`config.mk`:
```
export PLATFORM = sky130hd
export DESIGN_NAME = vector_lane_top
export DESIGN_NICKNAME = d
export VERILOG_FILES = /design/src/vlane_types_pkg.sv /design/src/vlane_params_pkg.sv /design/src/vector_lane_if.sv /design/src/vector_lane_top.sv /design/src/vector_lane.sv /design/src/divide_unit.sv /design/src/multiply_unit.sv /design/src/arithmetic_unit.sv
export SDC_FILE = /design/constraint.sdc
export NUM_CORES = 2
export LEC_CHECK = 0
export BUFFER_PORTS_ARGS = -buffer_cell sky130_fd_sc_hd__buf_4
export CAP_MARGIN = 20
export CORE_UTILIZATION = 35
export DETAILED_ROUTE_END_ITERATION = 8
export PLACE_DENSITY = 0.56
export SETUP_SLACK_MARGIN = 0.3
export SYNTH_ARGS = -nofsm -noshare
export SYNTH_HDL_FRONTEND = slang
export SYNTH_SLANG_ARGS = --single-unit
export TNS_END_PERCENT = 30
```
`constraint.sdc`:
```
create_clock -name CLK -period 10.37 [get_ports CLK]
set_input_delay 2.074 -clock CLK [delete_from_list [all_inputs] [get_ports CLK]]
set_output_delay 2.074 -clock CLK [all_outputs]
set_load 0.05 [all_outputs]
```
`src/vlane_types_pkg.sv`:
```
/*
 * Vector lane types
 * Functional-unit select, per-unit opcodes and divider FSM states
 */
`default_nettype none

package vlane_types_pkg;

  typedef enum logic [1:0] {
    ARITH,
    MUL,
    DIV
  } fu_type_t;

  // Raw opcode field, meaning depends on fu_type_t
  typedef logic [3:0] op_code_t;

  typedef enum logic [3:0] {
    VADD, VSUB,
    VAND, VOR, VXOR,
    VSLL, VSRL, VSRA,
    VMIN, VMINU, VMAX, VMAXU
  } arith_op_t;

  typedef enum logic [1:0] {
    VMUL,   // Low word
    VMULH,  // Signed x signed, high word
    VMULHU  // Unsigned x unsigned, high word
  } mul_op_t;

  typedef enum logic [1:0] {
    VDIV, VDIVU,
    VREM, VREMU
  } div_op_t;

  typedef enum logic [1:0] {
    IDLE,  // Waiting for start
    CALC,  // Restoring steps
    FIX,   // Sign correction
    DONE   // Result held until accepted
  } div_state_t;

endpackage

`default_nettype wire

```
`src/vlane_params_pkg.sv`:
```
/*
 * Vector lane parameters
 * Element width and the depth of the multi-cycle units
 */
`default_nettype none

package vlane_params_pkg;

  // One RV32 element per lane
  localparam int ELEN = 32;

  // Operand stage plus product stage
  localparam int MUL_STAGES = 2;

  // One quotient bit per restoring step
  localparam int DIV_ITERS = ELEN;

endpackage

`default_nettype wire
```
`src/vector_lane_if.sv`:
```
/*
 * Lane to functional-unit interface
 * Start pulses and operands out, ready/valid/result back per unit
 */
`timescale 1ns/1ps
`default_nettype none

interface vector_lane_if
  import vlane_params_pkg::*, vlane_types_pkg::*;
();

  // Issue side, shared operand bus
  logic            start_a, start_mu, start_div;
  op_code_t        op;
  logic [ELEN-1:0] opa, opb;

  // Result side, one set per unit
  logic            ready_a, ready_mu, ready_du;
  logic            valid_a, valid_mu, valid_du;
  logic [ELEN-1:0] wdata_a, wdata_mu, wdata_du;
  logic            accept_a, accept_mu, accept_du;  // out_ready steered to active unit

  modport lane (
    output start_a, start_mu, start_div, op, opa, opb,
    output accept_a, accept_mu, accept_du,
    input  ready_a, ready_mu, ready_du,
    input  valid_a, valid_mu, valid_du,
    input  wdata_a, wdata_mu, wdata_du
  );

  modport arith (
    input  start_a, op, opa, opb, accept_a,
    output ready_a, valid_a, wdata_a
  );

  modport mul (
    input  start_mu, op, opa, opb, accept_mu,
    output ready_mu, valid_mu, wdata_mu
  );

  modport div (
    input  start_div, op, opa, opb, accept_du,
    output ready_du, valid_du, wdata_du
  );

endinterface

`default_nettype wire

```
`src/vector_lane_top.sv`:
```
/*
 * Vector lane top level
 * Dispatch lane plus arithmetic, multiply and divide units on one interface
 */
`timescale 1ns/1ps
`default_nettype none

module vector_lane_top
  import vlane_params_pkg::*, vlane_types_pkg::*;
(
  input  logic            CLK,
  input  logic            rst,
  input  logic            in_valid,
  output logic            in_ready,
  input  fu_type_t        in_fu,
  input  op_code_t        in_op,
  input  logic [ELEN-1:0] in_a,
  input  logic [ELEN-1:0] in_b,
  output logic            out_valid,
  input  logic            out_ready,
  output logic [ELEN-1:0] out_result,
  output logic            busy
);

  vector_lane_if vif ();

  vector_lane lane (
    .CLK        (CLK),
    .rst        (rst),
    .in_valid   (in_valid),
    .in_ready   (in_ready),
    .in_fu      (in_fu),
    .in_op      (in_op),
    .in_a       (in_a),
    .in_b       (in_b),
    .out_valid  (out_valid),
    .out_ready  (out_ready),
    .out_result (out_result),
    .busy       (busy),
    .vif        (vif)
  );

  // Units hang off the shared interface
  arithmetic_unit au (
    .CLK (CLK),
    .rst (rst),
    .aif (vif)
  );

  multiply_unit mulu (
    .CLK (CLK),
    .rst (rst),
    .mif (vif)
  );

  divide_unit divu (
    .CLK (CLK),
    .rst (rst),
    .dif (vif)
  );

endmodule

`default_nettype wire

```
`src/vector_lane.sv`:
```
/*
 * Vector lane dispatch
 * Routes each op to its unit, holds unit changes until the lane drains,
 * muxes the in-order result stream back out
 */
`timescale 1ns/1ps
`default_nettype none

module vector_lane
  import vlane_params_pkg::*, vlane_types_pkg::*;
(
  input  logic            CLK,
  input  logic            rst,
  input  logic            in_valid,
  output logic            in_ready,
  input  fu_type_t        in_fu,
  input  op_code_t        in_op,
  input  logic [ELEN-1:0] in_a,
  input  logic [ELEN-1:0] in_b,
  output logic            out_valid,
  input  logic            out_ready,
  output logic [ELEN-1:0] out_result,
  output logic            busy,
  vector_lane_if.lane     vif
);

  fu_type_t                        last_fu;  // Unit of the last issued op
  logic [$clog2(MUL_STAGES+1)-1:0] cnt;      // Results still inside the units
  logic                            tgt_ready;
  logic                            in_fire, out_fire;

  always_comb begin
    case (in_fu)
      ARITH:   tgt_ready = vif.ready_a;
      MUL:     tgt_ready = vif.ready_mu;
      DIV:     tgt_ready = vif.ready_du;
      default: tgt_ready = 1'b0;  // Unknown unit never issues
    endcase
  end

  // Same unit may stream, a new unit waits for an empty lane
  assign in_ready = tgt_ready && ((cnt == '0) || (in_fu == last_fu));
  assign in_fire  = in_valid && in_ready;

  assign vif.start_a   = in_fire && (in_fu == ARITH);
  assign vif.start_mu  = in_fire && (in_fu == MUL);
  assign vif.start_div = in_fire && (in_fu == DIV);
  assign vif.op        = in_op;
  assign vif.opa       = in_a;
  assign vif.opb       = in_b;

  // Oldest outstanding op always belongs to last_fu
  always_comb begin
    case (last_fu)
      ARITH: begin
        out_valid  = vif.valid_a;
        out_result = vif.wdata_a;
      end
      MUL: begin
        out_valid  = vif.valid_mu;
        out_result = vif.wdata_mu;
      end
      DIV: begin
        out_valid  = vif.valid_du;
        out_result = vif.wdata_du;
      end
      default: begin
        out_valid  = 1'b0;
        out_result = '0;
      end
    endcase
  end

  assign vif.accept_a  = out_ready && (last_fu == ARITH);
  assign vif.accept_mu = out_ready && (last_fu == MUL);
  assign vif.accept_du = out_ready && (last_fu == DIV);
  assign out_fire      = out_valid && out_ready;

  always_ff @(posedge CLK) begin
    if (rst) begin
      last_fu <= ARITH;
      cnt     <= '0;
    end else begin
      if (in_fire) begin
        last_fu <= in_fu;
      end
      case ({in_fire, out_fire})
        2'b10:   cnt <= cnt + 1'b1;
        2'b01:   cnt <= cnt - 1'b1;
        default: ;  // In and out together, no change
      endcase
    end
  end

  assign busy = (cnt != '0);

  a_one_start: assert property (@(posedge CLK) disable iff (rst)
    $onehot0({vif.start_a, vif.start_mu, vif.start_div}))
    else $error("vector_lane: more than one start pulse");

  // A result can only leave if it was issued
  a_no_underflow: assert property (@(posedge CLK) disable iff (rst)
    out_fire |-> (cnt != '0))
    else $error("vector_lane: outstanding count underflow");

  a_out_hold: assert property (@(posedge CLK) disable iff (rst)
    out_valid && !out_ready |=> out_valid && $stable(out_result))
    else $error("vector_lane: out_valid or out_result dropped under back-pressure");

endmodule

`default_nettype wire

```
`src/divide_unit.sv`:
```
/*
 * Divide unit
 * Radix-2 restoring divider on magnitudes with sign fix-up,
 * RISC-V divide-by-zero and overflow results bypass the loop
 */
`timescale 1ns/1ps
`default_nettype none

module divide_unit
  import vlane_params_pkg::*, vlane_types_pkg::*;
(
  input logic CLK,
  input logic rst,
  vector_lane_if.div dif
);

  div_state_t                     state;
  logic [$clog2(DIV_ITERS+1)-1:0] cnt;
  div_op_t                        dop;
  logic                           op_signed, op_rem;
  logic                           sa, sb;
  logic                           div_zero, div_ovf;
  logic [ELEN-1:0]                quo, rem, dvs, res;
  logic                           neg_q, neg_r, rem_sel;
  logic [ELEN:0]                  shifted, diff;

  assign dop       = div_op_t'(dif.op[1:0]);
  assign op_signed = (dop == VDIV) || (dop == VREM);
  assign op_rem    = (dop == VREM) || (dop == VREMU);
  assign sa        = op_signed & dif.opa[ELEN-1];
  assign sb        = op_signed & dif.opb[ELEN-1];
  assign div_zero  = (dif.opb == '0);
  assign div_ovf   = op_signed && (dif.opa == {1'b1, {(ELEN-1){1'b0}}}) && (dif.opb == '1);

  // One restoring step
  assign shifted = {rem, quo[ELEN-1]};
  assign diff    = shifted - {1'b0, dvs};

  always_ff @(posedge CLK) begin
    if (rst) begin
      state <= IDLE;
      cnt   <= '0;
    end else begin
      case (state)
        IDLE: if (dif.start_div) begin
          cnt   <= '0;
          state <= (div_zero || div_ovf) ? DONE : CALC;  // Special cases skip the loop
        end
        CALC: begin
          cnt <= cnt + 1'b1;
          if (cnt == $bits(cnt)'(DIV_ITERS - 1)) begin
            state <= FIX;
          end
        end
        FIX:  state <= DONE;
        DONE: if (dif.accept_du) begin
          state <= IDLE;
        end
        default: state <= IDLE;
      endcase
    end
  end

  // Datapath
  always_ff @(posedge CLK) begin
    case (state)
      IDLE: if (dif.start_div) begin
        if (div_zero) begin
          res <= op_rem ? dif.opa : '1;  // q = all ones, r = dividend
        end else if (div_ovf) begin
          res <= op_rem ? '0 : dif.opa;  // q = dividend, r = 0
        end
        quo     <= sa ? -dif.opa : dif.opa;  // Magnitudes
        dvs     <= sb ? -dif.opb : dif.opb;
        rem     <= '0;
        neg_q   <= sa ^ sb;
        neg_r   <= sa;  // Remainder follows dividend
        rem_sel <= op_rem;
      end
      CALC: begin
        if (!diff[ELEN]) begin
          rem <= diff[ELEN-1:0];
          quo <= {quo[ELEN-2:0], 1'b1};
        end else begin
          rem <= shifted[ELEN-1:0];  // Restore
          quo <= {quo[ELEN-2:0], 1'b0};
        end
      end
      FIX: begin
        if (rem_sel) begin
          res <= neg_r ? -rem : rem;
        end else begin
          res <= neg_q ? -quo : quo;
        end
      end
      default: ;
    endcase
  end

  assign dif.ready_du = (state == IDLE);
  assign dif.valid_du = (state == DONE);
  assign dif.wdata_du = res;

  a_cnt_range: assert property (@(posedge CLK) disable iff (rst)
    (state == CALC) |-> (cnt < $bits(cnt)'(DIV_ITERS)))
    else $error("divide_unit: iteration counter out of range");

  a_start_idle: assert property (@(posedge CLK) disable iff (rst)
    dif.start_div |-> (state == IDLE))
    else $error("divide_unit: start_div outside IDLE");

endmodule

`default_nettype wire

```
`src/multiply_unit.sv`:
```
/*
 * Multiply unit
 * Two-stage 32x32 multiplier, operand stage then product stage,
 * both stall while the last stage waits on the lane
 */
`timescale 1ns/1ps
`default_nettype none

module multiply_unit
  import vlane_params_pkg::*, vlane_types_pkg::*;
(
  input logic CLK,
  input logic rst,
  vector_lane_if.mul mif
);

  mul_op_t                  mop;
  logic                     ext_signed;
  logic [MUL_STAGES-1:0]    vld;  // Bit 0 operand stage, top bit product stage
  logic                     adv;
  logic signed [ELEN:0]     s1_a, s1_b;  // One extra bit for sign or zero extension
  mul_op_t                  s1_op;
  logic signed [2*ELEN+1:0] prod;
  logic [ELEN-1:0]          s2_res;

  assign mop        = mul_op_t'(mif.op[1:0]);
  assign ext_signed = (mop != VMULHU);  // VMUL low word is sign-agnostic

  // Whole pipe moves when last stage is free or leaving
  assign adv = !vld[MUL_STAGES-1] || mif.accept_mu;

  always_ff @(posedge CLK) begin
    if (rst) begin
      vld <= '0;
    end else if (adv) begin
      vld <= {vld[MUL_STAGES-2:0], mif.start_mu};
    end
  end

  // Stage one, extended operands
  always_ff @(posedge CLK) begin
    if (mif.start_mu) begin
      s1_a  <= {ext_signed & mif.opa[ELEN-1], mif.opa};
      s1_b  <= {ext_signed & mif.opb[ELEN-1], mif.opb};
      s1_op <= mop;
    end
  end

  assign prod = s1_a * s1_b;

  // Stage two, word select
  always_ff @(posedge CLK) begin
    if (adv && vld[0]) begin
      if (s1_op == VMUL) begin
        s2_res <= prod[ELEN-1:0];
      end else begin
        s2_res <= prod[2*ELEN-1:ELEN];  // High word, signed or unsigned
      end
    end
  end

  assign mif.ready_mu = adv;
  assign mif.valid_mu = vld[MUL_STAGES-1];
  assign mif.wdata_mu = s2_res;

  // Result held under back-pressure
  a_hold_on_stall: assert property (@(posedge CLK) disable iff (rst)
    mif.valid_mu && !mif.accept_mu |=> mif.valid_mu && $stable(mif.wdata_mu))
    else $error("multiply_unit: result changed while stalled");

endmodule

`default_nettype wire

```
`src/arithmetic_unit.sv`:
```
/*
 * Arithmetic unit
 * Add, sub, logic, shifts and min/max in one cycle,
 * result parked in an output register until the lane takes it
 */
`timescale 1ns/1ps
`default_nettype none

module arithmetic_unit
  import vlane_params_pkg::*, vlane_types_pkg::*;
(
  input logic CLK,
  input logic rst,
  vector_lane_if.arith aif
);

  arith_op_t               aop;
  logic [$clog2(ELEN)-1:0] shamt;
  logic [ELEN-1:0]         alu_res;
  logic [ELEN-1:0]         res_q;
  logic                    vld_q;
  logic                    lt_s, lt_u;

  assign aop   = arith_op_t'(aif.op);
  assign shamt = aif.opb[$clog2(ELEN)-1:0];  // Low five bits only

  // Compares shared by min and max
  assign lt_s = $signed(aif.opa) < $signed(aif.opb);
  assign lt_u = aif.opa < aif.opb;

  always_comb begin
    case (aop)
      VADD:    alu_res = aif.opa + aif.opb;
      VSUB:    alu_res = aif.opa - aif.opb;
      VAND:    alu_res = aif.opa & aif.opb;
      VOR:     alu_res = aif.opa | aif.opb;
      VXOR:    alu_res = aif.opa ^ aif.opb;
      VSLL:    alu_res = aif.opa << shamt;
      VSRL:    alu_res = aif.opa >> shamt;
      VSRA:    alu_res = $signed(aif.opa) >>> shamt;  // Sign fill
      VMIN:    alu_res = lt_s ? aif.opa : aif.opb;
      VMINU:   alu_res = lt_u ? aif.opa : aif.opb;
      VMAX:    alu_res = lt_s ? aif.opb : aif.opa;
      VMAXU:   alu_res = lt_u ? aif.opb : aif.opa;
      default: alu_res = '0;  // Unused encodings
    endcase
  end

  // Output register valid bit
  always_ff @(posedge CLK) begin
    if (rst) begin
      vld_q <= 1'b0;
    end else if (aif.start_a) begin
      vld_q <= 1'b1;  // New op replaces any result leaving now
    end else if (aif.accept_a) begin
      vld_q <= 1'b0;
    end
  end

  always_ff @(posedge CLK) begin
    if (aif.start_a) begin
      res_q <= alu_res;
    end
  end

  assign aif.ready_a = !vld_q || aif.accept_a;  // Empty or draining this cycle
  assign aif.valid_a = vld_q;
  assign aif.wdata_a = res_q;

  // Lane must respect back-pressure
  a_start_when_ready: assert property (@(posedge CLK) disable iff (rst)
    aif.start_a |-> aif.ready_a)
    else $error("arithmetic_unit: start_a while not ready");

endmodule

`default_nettype wire

```
# After elaboration in Yosys (flattened, before gate mapping)
# Index checks and enable logic that the tools add are counted.
word_totals:
  regBits: 278
  latch_bits: 0
  ram_bits: 0
  mem_bits_ro: 0
  in_bits: 74
  out_inout_bits: 35
  wordCells: 146
  n_memories: 0
classes:
  n_addsub: 10
  n_mul: 1
  n_div: 0
  magnitude_cmp: 2
  n_eq_ne: 31
  shifts: 3
  muxes: 36
  bitwise: 8
  n_reduce_logical: 37
ops:
  columns: ["op", "count"]
  rows:
  - ["$mux 32", 18]
  - ["$pmux 32 s12", 1]
  - ["$pmux 32 s2", 3]
  - ["$neg 32->32", 4]
  - ["$pmux 32 s3", 1]
  - ["$eq 32x32->1 const B", 2]
  - ["$lt 32x32->1", 2]
  - ["$mul 33x33->64", 1]
  - ["$sub 33x32->33", 1]
  - ["$add 32x32->32", 1]
  - ["$and 32x32->32", 1]
  - ["$logic_not 32->1", 1]
  - ["$or 32x32->32", 1]
  - ["$shl 32x5->32", 1]
  - ["$shr 32x5->32", 1]
  - ["$sshr 32x5->32", 1]
  - ["$sub 32x32->32", 1]
  - ["$xor 32x32->32", 1]
  - ["$eq 4x3->1 const B", 4]
  - ["$eq 4x4->1 const B", 4]
  - ["$eq 2x2->1 const B", 7]
  - ["$logic_and 1x1->1", 12]
  - ["$logic_not 2->1", 6]
  - ["$pmux 6 s2", 1]
  - ["other kinds (25)", 52]

# Longest topological paths before layout
depth:
  word_depth: 9
  depth_mapped: 30
  depth_no_buf: 28

# Hierarchy
# Synthesis repeated with hierarchy kept, for this count alone.
hier_totals:
  cells_unflattened: 7307
  hier_area_um2: 64809.7
modules_own_cells:
  columns: ["mod", "n_inst", "cells_per_inst", "area_per_inst_um2", "seq_area_each_um2"]
  rows:
  - ["multiply_unit", 1, 4359, 41746.3, 3042.9]
  - ["arithmetic_unit", 1, 1510, 10901.7, 980.9]
  - ["divide_unit", 1, 1221, 10651.5, 4093.9]
  - ["vector_lane", 1, 217, 1510.2, 80.1]

# Worst setup path after synthesis
# Ideal clock, no wire load.
synth_path:
  path_kind: "reg2reg"
  startpoint: "register mulu.s1_b[0]"
  endpoint: "register mulu.s2_res[29], in the netlist mulu.mif.wdata_mu[29] (data pin)"
  setup_time_ps: 270
  arrival_ps: 7653
  required_time_ps: 10100
  path_slack_ps: 2447
  path_stages_with_launch: 27
  path_buffers: 1
  synth_period_minus_slack_ps: 7923
  cell_sequence: "edfxtp_1 clkbuf_1 nand2_1 inv_1 fa_1 fa_1 fa_1 fa_1 inv_1 fa_1 inv_1 fa_1 fa_1 inv_1 fa_1 inv_1 ha_1 a21o_1 a21o_1 a21oi_1 o21ai_0 a211o_1 or2_1 o41ai_1 o311ai_1 xnor2_1 a21oi_1"
synth_between:
  elab_chain_len: 2
synth_rtl:
  columns: ["element", "line_no", "source"]
  rows:
  - ["from (decl)", "multiply_unit.sv:21", "logic signed [ELEN:0] s1_a, s1_b;"]
  - ["from (signal assigned)", "multiply_unit.sv:44", "s1_b <= {ext_signed & mif.opb[ELEN-1], mif.opb};"]
  - ["$mul 33x33->64", "multiply_unit.sv:49", "assign prod = s1_a * s1_b;"]
  - ["$mux 32", "multiply_unit.sv:54", "if (s1_op == VMUL) begin"]
  - ["to (signal assigned)", "multiply_unit.sv:55", "s2_res <= prod[ELEN-1:0];"]
  - ["to (signal assigned)", "multiply_unit.sv:57", "s2_res <= prod[2*ELEN-1:ELEN];"]
  - ["to (decl)", "multiply_unit.sv:24", "logic [ELEN-1:0] s2_res;"]
# Every way passes these cells.
# A chain may end at the register's enable or synchronous reset.

# Worst setup path after layout
layout_path:
  startpoint: "register mulu.s1_b[9]"
  endpoint: "register mulu.s2_res[29], in the netlist mulu.mif.wdata_mu[29] (data pin)"
# The elaborated chain is that of the path after synthesis.

==> run_results.csv <==
group,metric,value,unit
synthesis,synth_enable_flop_cells,263,
timing,grt_setup_unrepaired,"no",
timing,totalNegativeSetupSlack,0,ns
synthesis,postSynth.asyncResetShare,0,
global_routing,grt_max_degree,69,
die,dieHeight,424,um
finish,drive_gt1_frac,0.0559,
timing,skew,0.0278,ns
route,final_antenna_net_count,0,
synthesis,yosys.area_share.xor_xnor,0.0337,
critical_path,crit_family,"adder cells",
placed_design,dp.final_hpwl,179,mm
route,dr_total_vias,49951,
timing,max_clock_freq,109,MHz
placed_design,io_buffers,108,
synthesis,synth-simple-area-share,0.154,
synthesis,synth_cell_type_count,91,
critical_path,timing.critical_path.buf_inv,8,
route,total_drc_errors_in_the_routed_layout,0,
timing,slew-limit-headroom,0.289,
critical_path,critical_path_peak_fanout,18,
timing,setup_viol_count_final,0,
route,via_per_inst,5.48,
global_routing,grt_pass1_wl,339,mm
finish,synthToLayoutAreaGrowth,7.09,%
synthesis,synth_most_common_cell,"inv_1",
critical_path,setup.worst_path.end_class,"register",
synthesis,synth.mux.area_fraction,0.0313,
clocking,cts_tree,"yes",
finish,finalNetCount,8293,
timing,period_share,0.882,
timing,max_slew.worst_pin.slew,1.07,ns
critical_path,cp_slowest_cell,"fa_1",
clocking,insertion_delay,0.57,ns
synthesis,main_combinational_cell_family_by_area_after_synthesis,"adder cells",
critical_path,critPathKind,"register to register",
global_routing,global_route.usage.total,0.250,
critical_path,worst-endpoint-required,10.67,ns
min_path,min_path_type,"register to register",
die,floorplan.core_area,176000,um^2
global_routing,grt_antenna_before_repair,28,
global_routing,grt_pass1_vias,51797,
job,maxCapViolations,0,
synthesis,yosys-top-cells-area,"fa_1 36%, edfxtp_1 13%, inv_1 7.4%, ha_1 7.1%, and2_1 5.5%",
synthesis,synth_adder_area_share,0.437,
timing,min_period,9.15,ns
critical_path,worst_path_max_stage_delay,0.74,ns
synthesis,synth-seq-cells,278,
die,core.rowCount,154,
global_routing,globalRoute.totalOverflow,0,
synthesis,synthesis.nets,8433,
route,routed_wirelength,223,mm
route,routedWlPerCell,24.4,um
synthesis,yosys_warnings,0,
timing,hold_violations,0,
critical_path,path_common_cell,"fa_1",
finish,fill_cells,17954,
synthesis,synth-seq-area-share,0.132,
clocking,clockBufferDepth,3,
clocking,numCtsBuffers,37,
timing,maxSlewViolCount,0,
finish,final_core_utilization,0.378,
outcome,run_status,"completed",
die,die_width,424,um
synthesis,netlist.area_leader.share,0.362,
synthesis,top_cells_by_count_synth,"1,231 x inv_1, 1,128 x fa_1, 804 x nand2_1, 547 x and2_1, 379 x clkbuf_1",
route,drt_first_pass_iters,7,
synthesis,synthesis.area,62300,um^2
route,drt-initial-drc-count,4977,
clocking,postCtsHoldBufs,0,
placed_design,weighted_congestion_at_the_end_of_routability_driven_global_placement,0.988,
synthesis,synth.largest_area_cell,"fa_1",
synthesis,post_synth_inst_count,6879,
critical_path,startpoint_kind_of_the_worst_setup_timing_path,"register",
clocking,post_cts_resize_count,0,
die,die_area,180000,um^2
synthesis,dominantRegCellSynth,"edfxtp_1",
synthesis,synth_compound_area_frac,0.112,
die,initial_core_util,0.353,
critical_path,worstPathArrival,9.45,ns
synthesis,postSynthAreaPerCell,9.06,um^2
clocking,cts_setup_buffers,0,
clocking,clkSinkCount,278,
clocking,root_buffer,"clkbuf_16",
clocking,clk_pin_slew,0.07,ns
die,number_of_top_level_design_ports,109,
clocking,cts_max_level,2,
[state kept, by name (all words and copies together), names as in the netlist]
register	cells
divu.dif.wdata_du	32
divu.state	2
divu.cnt	6
au.aif.valid_a	1
divu.rem	32
au.aif.wdata_a	32
mulu.mif.wdata_mu	32
divu.dvs	32
mulu.s1_op	2
mulu.vld	2
divu.neg_r	1
divu.neg_q	1
mulu.s1_b	33
lane.cnt	2
mulu.s1_a	33
divu.quo	32
lane.last_fu	2
divu.rem_sel	1
[worst paths after layout]
| check | from | to | slack [ns] | cells after the start |
|---|---|---|---|---|
| max | mulu.s1_b[9] | mulu.mif.wdata_mu[29] | 1.22 | 27 |
| min | mulu.vld[0] | mulu.vld[0] | 0.49 | 2 |
| max reg2reg | mulu.s1_b[9] | mulu.mif.wdata_mu[29] | 1.22 | 27 |
| min reg2reg | mulu.vld[0] | mulu.vld[0] | 0.49 | 2 |
[per-layer routing]
metal	routed length [um]	GRT usage
met1	91800	0.337
met2	103000	0.401
met3	17400	0.0358
met4	10800	0.105
met5	74	0
[worst min-delay path, stage by stage, from the launching register on]
cell and delay (ns):
dfxtp_1 0.32, nand3_1 0.07, a21oi_1 0.06
[placed cells by master (no fill, tap or decap), types with 39 or more instances in the layout]
| cell | instances |
|---|---|
| fa_1 | 1128 |
| o21bai_1 | 39 |
| nor2_1 | 325 |
| nand3_1 | 45 |
| xor2_1 | 74 |
| xnor2_1 | 163 |
| nor2b_1 | 41 |
| a21o_1 | 67 |
| mux2i_1 | 105 |
| o31ai_1 | 49 |
| nand2_1 | 803 |
| inv_1 | 1228 |
| buf_4 | 234 |
| edfxtp_1 | 263 |
| nor3_1 | 46 |
| ha_1 | 350 |
| o211ai_1 | 65 |
| o21ai_0 | 249 |
| nand2b_1 | 49 |
| a21oi_1 | 231 |
| and2_1 | 547 |
[through the flow]
stage | cells | setup WS [ns] | area [um^2] | hold slack (ns)
after floorplan | 6879 | 2.45 | 62300 | 0.452
after global placement | 9037 | 1.45 | 65500 | 0.468
after detailed placement | 9037 | 1.15 | 65500 | 0.485
after CTS | 9102 | 1.24 | 66700 | 0.492
after global routing | 9108 | 0.710 | 66700 | 0.524
final | 9113 | 1.22 | 66800 | 0.495
[cell families after synthesis]
family | after synthesis
flip-flops | 278
XOR/XNOR | 238
adder cells (fa/ha/maj) | 1508
buffers and inverters | 1655
AND/OR/NAND/NOR | 1994
multiplexers | 147
AO/OA/AOI/OAI | 1059
[layout make-up]
class / count / area, um^2 / area share
well taps: 2340 / 2930 / 0.0439
diodes: 8 / 20.0 / 0.000300
clock inverters: 19 / 143 / 0.00214
multi-input cells: 4946 / 48000 / 0.719
clock buffers: 46 / 991 / 0.0148
repair buffers: 237 / 1840 / 0.0276
flip-flops and latches: 278 / 8200 / 0.123
inverters: 1239 / 4650 / 0.0697
Power is not shown: default switching activity piles up to over one toggle a cycle in this logic, so the estimate is an artifact.
